===== src/design/ao_periph_pkg.sv =====
/*
 * Always-on peripheral subsystem package
 * Bus types, address map, register offsets and interrupt vector width
 */
`default_nettype none

package ao_periph_pkg;

  typedef logic [31:0] reg_addr_t;
  typedef logic [31:0] reg_data_t;
  typedef logic [3:0]  reg_strb_t;
  typedef logic [14:0] fast_intr_vec_t;

  localparam int unsigned NUM_AO_PERIPH   = 3;
  localparam int unsigned AO_PERIPH_SEL_W = 2;
  localparam int unsigned PERIPH_OFFSET_W = 12;

  localparam logic [AO_PERIPH_SEL_W-1:0] SOC_CTRL_IDX  = 2'd0;
  localparam logic [AO_PERIPH_SEL_W-1:0] FAST_INTR_IDX = 2'd1;
  localparam logic [AO_PERIPH_SEL_W-1:0] TIMER_IDX     = 2'd2;

  // 4 KiB window per peripheral
  localparam reg_addr_t SOC_CTRL_BASE  = 32'h0000_0000;
  localparam reg_addr_t FAST_INTR_BASE = 32'h0000_1000;
  localparam reg_addr_t TIMER_BASE     = 32'h0000_2000;

  localparam logic [PERIPH_OFFSET_W-1:0] SOC_CTRL_EXIT_VALID_OFFSET   = 12'h000;
  localparam logic [PERIPH_OFFSET_W-1:0] SOC_CTRL_EXIT_VALUE_OFFSET   = 12'h004;
  localparam logic [PERIPH_OFFSET_W-1:0] SOC_CTRL_BOOT_SELECT_OFFSET  = 12'h008;
  localparam logic [PERIPH_OFFSET_W-1:0] SOC_CTRL_USE_SPIMEMIO_OFFSET = 12'h00C;

  localparam logic [PERIPH_OFFSET_W-1:0] FAST_INTR_PENDING_OFFSET = 12'h000;
  localparam logic [PERIPH_OFFSET_W-1:0] FAST_INTR_ENABLE_OFFSET  = 12'h004;

  localparam logic [PERIPH_OFFSET_W-1:0] TIMER_CTRL_OFFSET        = 12'h000;
  localparam logic [PERIPH_OFFSET_W-1:0] TIMER_COUNT_OFFSET       = 12'h004;
  localparam logic [PERIPH_OFFSET_W-1:0] TIMER_CMP0_OFFSET        = 12'h008;
  localparam logic [PERIPH_OFFSET_W-1:0] TIMER_CMP1_OFFSET        = 12'h00C;
  localparam logic [PERIPH_OFFSET_W-1:0] TIMER_INTR_STATUS_OFFSET = 12'h010;

  // Byte enables expanded to a bit mask
  function automatic reg_data_t wstrb_mask(input reg_strb_t strb);
    reg_data_t mask;
    for (int i = 0; i < 4; i++) begin
      mask[8*i +: 8] = {8{strb[i]}};
    end
    return mask;
  endfunction

endpackage : ao_periph_pkg

`default_nettype wire


===== src/design/obi_reg_bridge.sv =====
/*
 * OBI slave to register bus bridge
 * Grants every request at once, returns rvalid one cycle later
 */
`timescale 1ns/100ps
`default_nettype none

module obi_reg_bridge
  import ao_periph_pkg::*;
(
  input  wire logic      clk_i,
  input  wire logic      arst_n_i,
  input  wire logic      obi_req_i,
  input  wire reg_addr_t obi_addr_i,
  input  wire logic      obi_we_i,
  input  wire reg_strb_t obi_be_i,
  input  wire reg_data_t obi_wdata_i,
  output logic           obi_gnt_o,
  output logic           obi_rvalid_o,
  output reg_data_t      obi_rdata_o,
  output logic           obi_err_o,
  output logic           reg_valid_o,
  output reg_addr_t      reg_addr_o,
  output logic           reg_write_o,
  output reg_strb_t      reg_wstrb_o,
  output reg_data_t      reg_wdata_o,
  input  wire reg_data_t reg_rdata_i,
  input  wire logic      reg_error_i
);

  logic      rvalid_q;
  logic      err_q;
  reg_data_t rdata_q;

  // Register bus never stalls
  assign obi_gnt_o   = obi_req_i;
  assign reg_valid_o = obi_req_i;
  assign reg_addr_o  = obi_addr_i;
  assign reg_write_o = obi_we_i;
  assign reg_wstrb_o = obi_be_i;
  assign reg_wdata_o = obi_wdata_i;

  always_ff @(posedge clk_i or negedge arst_n_i) begin
    if (!arst_n_i) begin
      rvalid_q <= 1'b0;
      err_q    <= 1'b0;
    end else begin
      rvalid_q <= obi_req_i;
      err_q    <= obi_req_i & reg_error_i;
    end
  end

  // Writes answer with zero data
  always_ff @(posedge clk_i) begin
    if (obi_req_i) begin
      rdata_q <= obi_we_i ? '0 : reg_rdata_i;
    end
  end

  assign obi_rvalid_o = rvalid_q;
  assign obi_rdata_o  = rdata_q;
  assign obi_err_o    = err_q;

endmodule : obi_reg_bridge

`default_nettype wire


===== src/design/ao_reg_xbar.sv =====
/*
 * Address decoder and register bus demultiplexer
 * Steers each access to one peripheral, flags unmapped addresses
 */
`timescale 1ns/100ps
`default_nettype none

module ao_reg_xbar
  import ao_periph_pkg::*;
(
  input  wire logic                  reg_valid_i,
  input  wire reg_addr_t             reg_addr_i,
  input  wire logic                  reg_write_i,
  input  wire reg_strb_t             reg_wstrb_i,
  input  wire reg_data_t             reg_wdata_i,
  output reg_data_t                  reg_rdata_o,
  output logic                       reg_error_o,
  output logic                       soc_ctrl_valid_o,
  output logic                       fast_intr_valid_o,
  output logic                       timer_valid_o,
  output logic [PERIPH_OFFSET_W-1:0] periph_offset_o,
  output logic                       periph_write_o,
  output reg_strb_t                  periph_wstrb_o,
  output reg_data_t                  periph_wdata_o,
  input  wire reg_data_t             soc_ctrl_rdata_i,
  input  wire reg_data_t             fast_intr_rdata_i,
  input  wire reg_data_t             timer_rdata_i
);

  localparam int unsigned PAGE_W = 32 - PERIPH_OFFSET_W;

  logic [PAGE_W-1:0]          page;
  logic [AO_PERIPH_SEL_W-1:0] sel;
  logic                       hit;
  reg_data_t                  periph_rdata [NUM_AO_PERIPH];

  assign page = reg_addr_i[31:PERIPH_OFFSET_W];

  always_comb begin
    hit = 1'b1;
    sel = SOC_CTRL_IDX;
    if (page == SOC_CTRL_BASE[31:PERIPH_OFFSET_W]) begin
      sel = SOC_CTRL_IDX;
    end else if (page == FAST_INTR_BASE[31:PERIPH_OFFSET_W]) begin
      sel = FAST_INTR_IDX;
    end else if (page == TIMER_BASE[31:PERIPH_OFFSET_W]) begin
      sel = TIMER_IDX;
    end else begin
      hit = 1'b0;
    end
  end

  assign soc_ctrl_valid_o  = reg_valid_i & hit & (sel == SOC_CTRL_IDX);
  assign fast_intr_valid_o = reg_valid_i & hit & (sel == FAST_INTR_IDX);
  assign timer_valid_o     = reg_valid_i & hit & (sel == TIMER_IDX);

  // Request payload is shared, only the valids differ
  assign periph_offset_o = reg_addr_i[PERIPH_OFFSET_W-1:0];
  assign periph_write_o  = reg_write_i;
  assign periph_wstrb_o  = reg_wstrb_i;
  assign periph_wdata_o  = reg_wdata_i;

  assign periph_rdata[SOC_CTRL_IDX]  = soc_ctrl_rdata_i;
  assign periph_rdata[FAST_INTR_IDX] = fast_intr_rdata_i;
  assign periph_rdata[TIMER_IDX]     = timer_rdata_i;

  assign reg_rdata_o = hit ? periph_rdata[sel] : '0;
  assign reg_error_o = reg_valid_i & ~hit;

endmodule : ao_reg_xbar

`default_nettype wire


===== src/design/soc_ctrl.sv =====
/*
 * SoC control registers
 * Exit value and strobe, boot select readback, flash memory-mapped select
 */
`timescale 1ns/100ps
`default_nettype none

module soc_ctrl
  import ao_periph_pkg::*;
(
  input  wire logic                       clk_i,
  input  wire logic                       arst_n_i,
  input  wire logic                       reg_valid_i,
  input  wire logic [PERIPH_OFFSET_W-1:0] reg_offset_i,
  input  wire logic                       reg_write_i,
  input  wire reg_strb_t                  reg_wstrb_i,
  input  wire reg_data_t                  reg_wdata_i,
  output reg_data_t                       reg_rdata_o,
  input  wire logic                       boot_select_i,
  input  wire logic                       execute_from_flash_i,
  output logic                            use_spimemio_o,
  output logic                            exit_valid_o,
  output reg_data_t                       exit_value_o
);

  reg_data_t mask;
  logic      wr_en;
  logic      exit_valid_q;
  logic      use_spimemio_q;
  reg_data_t exit_value_q;

  assign mask  = wstrb_mask(reg_wstrb_i);
  assign wr_en = reg_valid_i & reg_write_i;

  always_ff @(posedge clk_i or negedge arst_n_i) begin
    if (!arst_n_i) begin
      exit_valid_q   <= 1'b0;
      exit_value_q   <= '0;
      use_spimemio_q <= 1'b0;
    end else if (wr_en) begin
      case (reg_offset_i)
        SOC_CTRL_EXIT_VALID_OFFSET: begin
          if (reg_wstrb_i[0]) exit_valid_q <= reg_wdata_i[0];
        end
        SOC_CTRL_EXIT_VALUE_OFFSET: begin
          exit_value_q <= (exit_value_q & ~mask) | (reg_wdata_i & mask);
        end
        SOC_CTRL_USE_SPIMEMIO_OFFSET: begin
          if (reg_wstrb_i[0]) use_spimemio_q <= reg_wdata_i[0];
        end
        default: ;
      endcase
    end
  end

  always_comb begin
    case (reg_offset_i)
      SOC_CTRL_EXIT_VALID_OFFSET:   reg_rdata_o = {31'b0, exit_valid_q};
      SOC_CTRL_EXIT_VALUE_OFFSET:   reg_rdata_o = exit_value_q;
      SOC_CTRL_BOOT_SELECT_OFFSET:  reg_rdata_o = {30'b0, execute_from_flash_i, boot_select_i};
      SOC_CTRL_USE_SPIMEMIO_OFFSET: reg_rdata_o = {31'b0, use_spimemio_q};
      default:                      reg_rdata_o = '0;
    endcase
  end

  assign exit_valid_o   = exit_valid_q;
  assign exit_value_o   = exit_value_q;
  assign use_spimemio_o = use_spimemio_q;

endmodule : soc_ctrl

`default_nettype wire


===== src/design/fast_intr_ctrl.sv =====
/*
 * Fast interrupt controller
 * Pending bits with write-one-to-clear, masked by an enable register
 */
`timescale 1ns/100ps
`default_nettype none

module fast_intr_ctrl
  import ao_periph_pkg::*;
(
  input  wire logic                       clk_i,
  input  wire logic                       arst_n_i,
  input  wire logic                       reg_valid_i,
  input  wire logic [PERIPH_OFFSET_W-1:0] reg_offset_i,
  input  wire logic                       reg_write_i,
  input  wire reg_strb_t                  reg_wstrb_i,
  input  wire reg_data_t                  reg_wdata_i,
  output reg_data_t                       reg_rdata_o,
  input  wire fast_intr_vec_t             fast_intr_i,
  output fast_intr_vec_t                  fast_intr_o
);

  reg_data_t      wr_bits;
  reg_data_t      mask;
  fast_intr_vec_t clr;
  fast_intr_vec_t pending_q;
  fast_intr_vec_t enable_q;
  logic           wr_en;

  assign mask    = wstrb_mask(reg_wstrb_i);
  assign wr_bits = reg_wdata_i & mask;
  assign wr_en   = reg_valid_i & reg_write_i;
  assign clr     = (wr_en && reg_offset_i == FAST_INTR_PENDING_OFFSET) ? wr_bits[14:0] : '0;

  always_ff @(posedge clk_i or negedge arst_n_i) begin
    if (!arst_n_i) begin
      pending_q <= '0;
      enable_q  <= '0;
    end else begin
      // A live input wins over a clear
      pending_q <= (pending_q & ~clr) | fast_intr_i;
      if (wr_en && reg_offset_i == FAST_INTR_ENABLE_OFFSET) begin
        enable_q <= (enable_q & ~mask[14:0]) | wr_bits[14:0];
      end
    end
  end

  always_comb begin
    case (reg_offset_i)
      FAST_INTR_PENDING_OFFSET: reg_rdata_o = {17'b0, pending_q};
      FAST_INTR_ENABLE_OFFSET:  reg_rdata_o = {17'b0, enable_q};
      default:                  reg_rdata_o = '0;
    endcase
  end

  assign fast_intr_o = pending_q & enable_q;

endmodule : fast_intr_ctrl

`default_nettype wire


===== src/design/ao_timer.sv =====
/*
 * Always-on machine timer
 * 32-bit counter, two compare channels, sticky interrupt status
 */
`timescale 1ns/100ps
`default_nettype none

module ao_timer
  import ao_periph_pkg::*;
(
  input  wire logic                       clk_i,
  input  wire logic                       arst_n_i,
  input  wire logic                       reg_valid_i,
  input  wire logic [PERIPH_OFFSET_W-1:0] reg_offset_i,
  input  wire logic                       reg_write_i,
  input  wire reg_strb_t                  reg_wstrb_i,
  input  wire reg_data_t                  reg_wdata_i,
  output reg_data_t                       reg_rdata_o,
  output logic                            timer_0_intr_o,
  output logic                            timer_1_intr_o
);

  reg_data_t  mask;
  reg_data_t  wr_bits;
  logic       wr_en;
  logic       enable_q;
  reg_data_t  count_q;
  reg_data_t  cmp0_q;
  reg_data_t  cmp1_q;
  logic [1:0] status_q;
  logic [1:0] hit;
  logic [1:0] clr;

  assign mask    = wstrb_mask(reg_wstrb_i);
  assign wr_bits = reg_wdata_i & mask;
  assign wr_en   = reg_valid_i & reg_write_i;

  // Compare only while running
  assign hit[0] = enable_q & (count_q == cmp0_q);
  assign hit[1] = enable_q & (count_q == cmp1_q);
  assign clr    = (wr_en && reg_offset_i == TIMER_INTR_STATUS_OFFSET) ? wr_bits[1:0] : 2'b00;

  always_ff @(posedge clk_i or negedge arst_n_i) begin
    if (!arst_n_i) begin
      enable_q <= 1'b0;
      count_q  <= '0;
      cmp0_q   <= '0;
      cmp1_q   <= '0;
      status_q <= 2'b00;
    end else begin
      status_q <= (status_q & ~clr) | hit;
      if (wr_en && reg_offset_i == TIMER_COUNT_OFFSET) begin
        count_q <= (count_q & ~mask) | wr_bits;
      end else if (enable_q) begin
        count_q <= count_q + 32'd1;
      end
      if (wr_en && reg_offset_i == TIMER_CTRL_OFFSET && reg_wstrb_i[0]) begin
        enable_q <= reg_wdata_i[0];
      end
      if (wr_en && reg_offset_i == TIMER_CMP0_OFFSET) begin
        cmp0_q <= (cmp0_q & ~mask) | wr_bits;
      end
      if (wr_en && reg_offset_i == TIMER_CMP1_OFFSET) begin
        cmp1_q <= (cmp1_q & ~mask) | wr_bits;
      end
    end
  end

  always_comb begin
    case (reg_offset_i)
      TIMER_CTRL_OFFSET:        reg_rdata_o = {31'b0, enable_q};
      TIMER_COUNT_OFFSET:       reg_rdata_o = count_q;
      TIMER_CMP0_OFFSET:        reg_rdata_o = cmp0_q;
      TIMER_CMP1_OFFSET:        reg_rdata_o = cmp1_q;
      TIMER_INTR_STATUS_OFFSET: reg_rdata_o = {30'b0, status_q};
      default:                  reg_rdata_o = '0;
    endcase
  end

  assign timer_0_intr_o = status_q[0];
  assign timer_1_intr_o = status_q[1];

endmodule : ao_timer

`default_nettype wire


===== src/design/ao_peripheral_subsystem.sv =====
/*
 * Always-on peripheral subsystem top
 * OBI bridge, register crossbar, SoC control, fast interrupts and timer
 */
`timescale 1ns/100ps
`default_nettype none

module ao_peripheral_subsystem
  import ao_periph_pkg::*;
(
  input  wire logic           clk_i,
  input  wire logic           arst_n_i,
  input  wire logic           obi_req_i,
  input  wire reg_addr_t      obi_addr_i,
  input  wire logic           obi_we_i,
  input  wire reg_strb_t      obi_be_i,
  input  wire reg_data_t      obi_wdata_i,
  output logic                obi_gnt_o,
  output logic                obi_rvalid_o,
  output reg_data_t           obi_rdata_o,
  output logic                obi_err_o,
  input  wire logic           boot_select_i,
  input  wire logic           execute_from_flash_i,
  output logic                use_spimemio_o,
  output logic                exit_valid_o,
  output reg_data_t           exit_value_o,
  input  wire fast_intr_vec_t fast_intr_i,
  output fast_intr_vec_t      fast_intr_o,
  output logic                timer_0_intr_o,
  output logic                timer_1_intr_o
);

  logic                       reg_valid;
  reg_addr_t                  reg_addr;
  logic                       reg_write;
  reg_strb_t                  reg_wstrb;
  reg_data_t                  reg_wdata;
  reg_data_t                  reg_rdata;
  logic                       reg_error;

  logic                       soc_ctrl_valid;
  logic                       fast_intr_valid;
  logic                       timer_valid;
  logic [PERIPH_OFFSET_W-1:0] periph_offset;
  logic                       periph_write;
  reg_strb_t                  periph_wstrb;
  reg_data_t                  periph_wdata;
  reg_data_t                  soc_ctrl_rdata;
  reg_data_t                  fast_intr_rdata;
  reg_data_t                  timer_rdata;

  obi_reg_bridge obi_reg_bridge_i (
    .clk_i,
    .arst_n_i,
    .obi_req_i,
    .obi_addr_i,
    .obi_we_i,
    .obi_be_i,
    .obi_wdata_i,
    .obi_gnt_o,
    .obi_rvalid_o,
    .obi_rdata_o,
    .obi_err_o,
    .reg_valid_o (reg_valid),
    .reg_addr_o  (reg_addr),
    .reg_write_o (reg_write),
    .reg_wstrb_o (reg_wstrb),
    .reg_wdata_o (reg_wdata),
    .reg_rdata_i (reg_rdata),
    .reg_error_i (reg_error)
  );

  ao_reg_xbar ao_reg_xbar_i (
    .reg_valid_i       (reg_valid),
    .reg_addr_i        (reg_addr),
    .reg_write_i       (reg_write),
    .reg_wstrb_i       (reg_wstrb),
    .reg_wdata_i       (reg_wdata),
    .reg_rdata_o       (reg_rdata),
    .reg_error_o       (reg_error),
    .soc_ctrl_valid_o  (soc_ctrl_valid),
    .fast_intr_valid_o (fast_intr_valid),
    .timer_valid_o     (timer_valid),
    .periph_offset_o   (periph_offset),
    .periph_write_o    (periph_write),
    .periph_wstrb_o    (periph_wstrb),
    .periph_wdata_o    (periph_wdata),
    .soc_ctrl_rdata_i  (soc_ctrl_rdata),
    .fast_intr_rdata_i (fast_intr_rdata),
    .timer_rdata_i     (timer_rdata)
  );

  soc_ctrl soc_ctrl_i (
    .clk_i,
    .arst_n_i,
    .reg_valid_i  (soc_ctrl_valid),
    .reg_offset_i (periph_offset),
    .reg_write_i  (periph_write),
    .reg_wstrb_i  (periph_wstrb),
    .reg_wdata_i  (periph_wdata),
    .reg_rdata_o  (soc_ctrl_rdata),
    .boot_select_i,
    .execute_from_flash_i,
    .use_spimemio_o,
    .exit_valid_o,
    .exit_value_o
  );

  fast_intr_ctrl fast_intr_ctrl_i (
    .clk_i,
    .arst_n_i,
    .reg_valid_i  (fast_intr_valid),
    .reg_offset_i (periph_offset),
    .reg_write_i  (periph_write),
    .reg_wstrb_i  (periph_wstrb),
    .reg_wdata_i  (periph_wdata),
    .reg_rdata_o  (fast_intr_rdata),
    .fast_intr_i,
    .fast_intr_o
  );

  ao_timer ao_timer_i (
    .clk_i,
    .arst_n_i,
    .reg_valid_i  (timer_valid),
    .reg_offset_i (periph_offset),
    .reg_write_i  (periph_write),
    .reg_wstrb_i  (periph_wstrb),
    .reg_wdata_i  (periph_wdata),
    .reg_rdata_o  (timer_rdata),
    .timer_0_intr_o,
    .timer_1_intr_o
  );

endmodule : ao_peripheral_subsystem

`default_nettype wire


===== config.mk =====
export PLATFORM = sky130hd
export DESIGN_NAME = ao_peripheral_subsystem
export DESIGN_NICKNAME = d
export VERILOG_FILES = /design/src/design/ao_periph_pkg.sv /design/src/design/obi_reg_bridge.sv /design/src/design/ao_reg_xbar.sv /design/src/design/soc_ctrl.sv /design/src/design/fast_intr_ctrl.sv /design/src/design/ao_timer.sv /design/src/design/ao_peripheral_subsystem.sv
export SDC_FILE = /design/constraint.sdc
export NUM_CORES = 1
export LEC_CHECK = 0
export BUFFER_PORTS_ARGS = -buffer_cell sky130_fd_sc_hd__buf_2
export CAP_MARGIN = 15
export CORE_UTILIZATION = 57
export DETAILED_ROUTE_END_ITERATION = 16
export PLACE_DENSITY_LB_ADDON = 0.3
export SYNTH_ARGS = -nofsm -noshare
export SYNTH_HDL_FRONTEND = slang
export SYNTH_SLANG_ARGS = --single-unit

===== constraint.sdc =====
create_clock -name clk_i -period 3.05 [get_ports clk_i]
set_clock_uncertainty 0.2 [all_clocks]
set_input_delay 0.1525 -clock clk_i [delete_from_list [all_inputs] [get_ports clk_i]]
set_output_delay 0.1525 -clock clk_i [all_outputs]
set_load 0.03 [all_outputs]

==> metrics.yaml <==
die_h_um: 138
fmax_mhz: 353
clock_latency_ns: 0.44
cp_top_family: "buffers and inverters"
power_density_nw_per_um2: 411
start_kind: "input pin"
layout_min_cycle_time_ns: 2.84
clk_pin_slew_ns: 0.07
cts_sinks: 197
slew_headroom_pct: 50.8
grt_pass1_vias: 9059
ys_ff_latch: 197
ctsHtreeMaxLevel: 4
dr_total_vias: 9239
grt_pass1_wl_um: 49400
multi_input_area_um2: 5140
synthesis.area_um2: 10500
yosysWarnings: 0
slew_violations: 0
crit_arrival_ns: 2.96
path_max_fanout: 10
dieArea_um2: 18900
io_buffers: 174
ff2ff_setup_slack_ns: 0.34
io_pins: 175
clockRootBuffer: "clkbuf_16"
critPathKind: "input pin to flop"
status: "finished, final reports clean"
syn_avg_cell_area_um2: 10.8
wirelength_um: 32000
coreArea_um2: 18000
grt_setup_unrepaired: "false"
n_antenna_cell: 0
antenna_found_initial: 0
finalNetCount: 1321
drt_iter0_drc: 1172
required_ns: 3.18
cp.buffers_inverters: 5
setup_violations: 0
async_reset_ff_share_pct: 83.8
yosysSeqAreaShare_pct: 48.6
synth_top_flop_cell: "dfrtp_1"
clock_path_buffers: 2
postRouteAntennaNets: 0
finalHoldViolCount: 0
period_share_pct: 93.0
hold_path_class: "input pin to flop"
regArea_um2: 5090
die_w_um: 138
synth_cell_types: 58
worst_pin_slew_ns: 0.733
mostFrequentLayoutCell: "buf_2"
area_growth_pct: 25.9
end_kind: "flop"
postSynthCellCount: 970
overflow: 0
max-cap-violations: 0
synth-edff-count: 32
synthesis.nets: 1060
crit_chain: "dlygate4sd3_1 > buf_2 > or3_1 > nor4_1 > buf_4 > nand4bb_1 > nor2_1 > buf_4 > nand2_1 > a21o_1 > dlygate4sd3_1"
critPathMaxStageDelay_ns: 0.55
drc: 0
post_dp_cell_area_um2: 11900
grt_start_max_net_pins: 74
design_area_um2: 13200
num-fill-cells: 1224
slowest_stage: "dlygate4sd3_1"
cts_buffers: 17
drive_gt1_share_pct: 32.1
dp_cells: 1371
peakVddDrop_uv: 386
ctsResizeCount: 0
wire_per_inst_um: 21.8
setup_tns_ns: 0
cts_tree: "done"
fin_cells: 1473
viasPerCell: 6.27
grt_use_total_pct: 35.3
leakagePower_nw: 5.99
hpwlAfterDp_um: 22000
num_rows: 49
firstDrtPassIters: 5
gp_congestion: 0.962
mostFrequentLayoutCells: "buf_2, dfrtp_1, mux2_2, nand2_1, dlygate4sd3_1"
initial_core_util_pct: 58.3
[area by class of cell]
class | instances | share of cell area [%]
clock inverters | 15 | 1.48
clock buffers | 17 | 3.22
multi-input cells | 706 | 38.9
repair buffers | 301 | 15.4
well taps | 229 | 2.17
flip-flops and latches | 197 | 38.6
inverters | 8 | 0.228
[per-layer routing]
layer,GRT usage (%),vias up,part of all wire (%)
met1,47.5,4524,40
met2,55.8,553,47
li1,-,4072,-
met3,7.25,90,9.8
met4,14.3,0,3.3
met5,0,-,0
[cells in the mapped netlist (3+ instances only)]
library cell / instances / area, um2
a211oi_1: 17 / 128
a21o_1: 15 / 113
a21oi_1: 20 / 100
a22o_1: 3 / 26.3
a22oi_1: 29 / 218
and2_1: 22 / 138
and3_1: 19 / 119
and4_1: 5 / 43.8
buf_1: 4 / 15.0
buf_2: 7 / 35.0
clkbuf_1: 47 / 176
dfrtp_1: 165 / 4130
edfxtp_1: 32 / 961
inv_1: 8 / 30.0
mux2_2: 114 / 1280
mux2i_1: 48 / 480
nand2_1: 89 / 334
nand2b_1: 3 / 18.8
nand3_1: 25 / 125
nand3b_1: 3 / 22.5
nand4_1: 22 / 138
nor2_1: 53 / 199
nor3_1: 20 / 100
nor3_2: 3 / 30.0
nor3b_1: 4 / 30.0
nor4_1: 17 / 106
nor4_4: 5 / 106
o21ai_0: 54 / 270
o221a_2: 3 / 33.8
o22ai_1: 8 / 50.1
or3_1: 6 / 37.5
or4_1: 4 / 30.0
xnor2_1: 34 / 298
xor2_1: 30 / 263
[cells by family (layout without fill, tap and decap cells)]
| group | count (synthesis) | count (layout) | share of synthesized area (%) |
|---|---|---|---|
| AOI/OAI and AO/OA | 162 | 162 | 9.99 |
| xor gates and xnor gates | 64 | 64 | 5.35 |
| buffers and inverters | 67 | 341 | 2.52 |
| and+or+nand+nor | 316 | 316 | 16.4 |
| muxes | 163 | 163 | 17.1 |
| DFF | 197 | 197 | 48.6 |
| adders and majority gates | 1 | 1 | 0.119 |
[where the power goes]
part,leakage [nW],total [mW],internal [mW],switching [mW]
clock network,0.296,2.39,1.31,1.07
registers,2.49,2.69,2.68,0.00436
logic,3.21,0.342,0.130,0.212
[path summary, 6_finish.rpt]
kind	start	end	cells after the start
min in group asynchronous	arst_n_i	fast_intr_ctrl_i.pending_q[10]$_DFF_PN0_	2
min	obi_addr_i[13]	soc_ctrl_i.exit_valid_o$_DFFE_PN0P_	4
max in group asynchronous	arst_n_i	asynchronous set/reset pin	3
max reg2reg	flop	flop	6
min reg2reg	flop	flop	2
max	obi_addr_i[4]	fast_intr_ctrl_i.pending_q[14]$_DFF_PN0_	11
[worst reg2reg max path: stages (launching register included)]
cell and delay, ns:
dfrtp_1 0.52, and3_1 0.34, and3_1 0.37, nand2_1 0.18, a31oi_1 0.59, a211oi_1 0.19
a211oi_1 0.23
[through the flow]
step	utilization [%]	power, mW	hold WS [ns]	setup slack, ns
after floorplan	-	2.84	-0.343	0.319
after global placement	66.1	3.02	0.0194	0.251
after detailed placement	66.1	3.02	0.0222	0.184
after CTS	73.4	5.42	0.0110	0.293
after global routing	73.4	5.56	0.0800	0.138
final	73.4	5.42	0.0413	0.214
[repair_timing]
item,in CTS,in global routing
hold endpoints to repair,234,0
hold buffers,70,0
setup buffers,0,0
(Power assumes the default switching activity.)
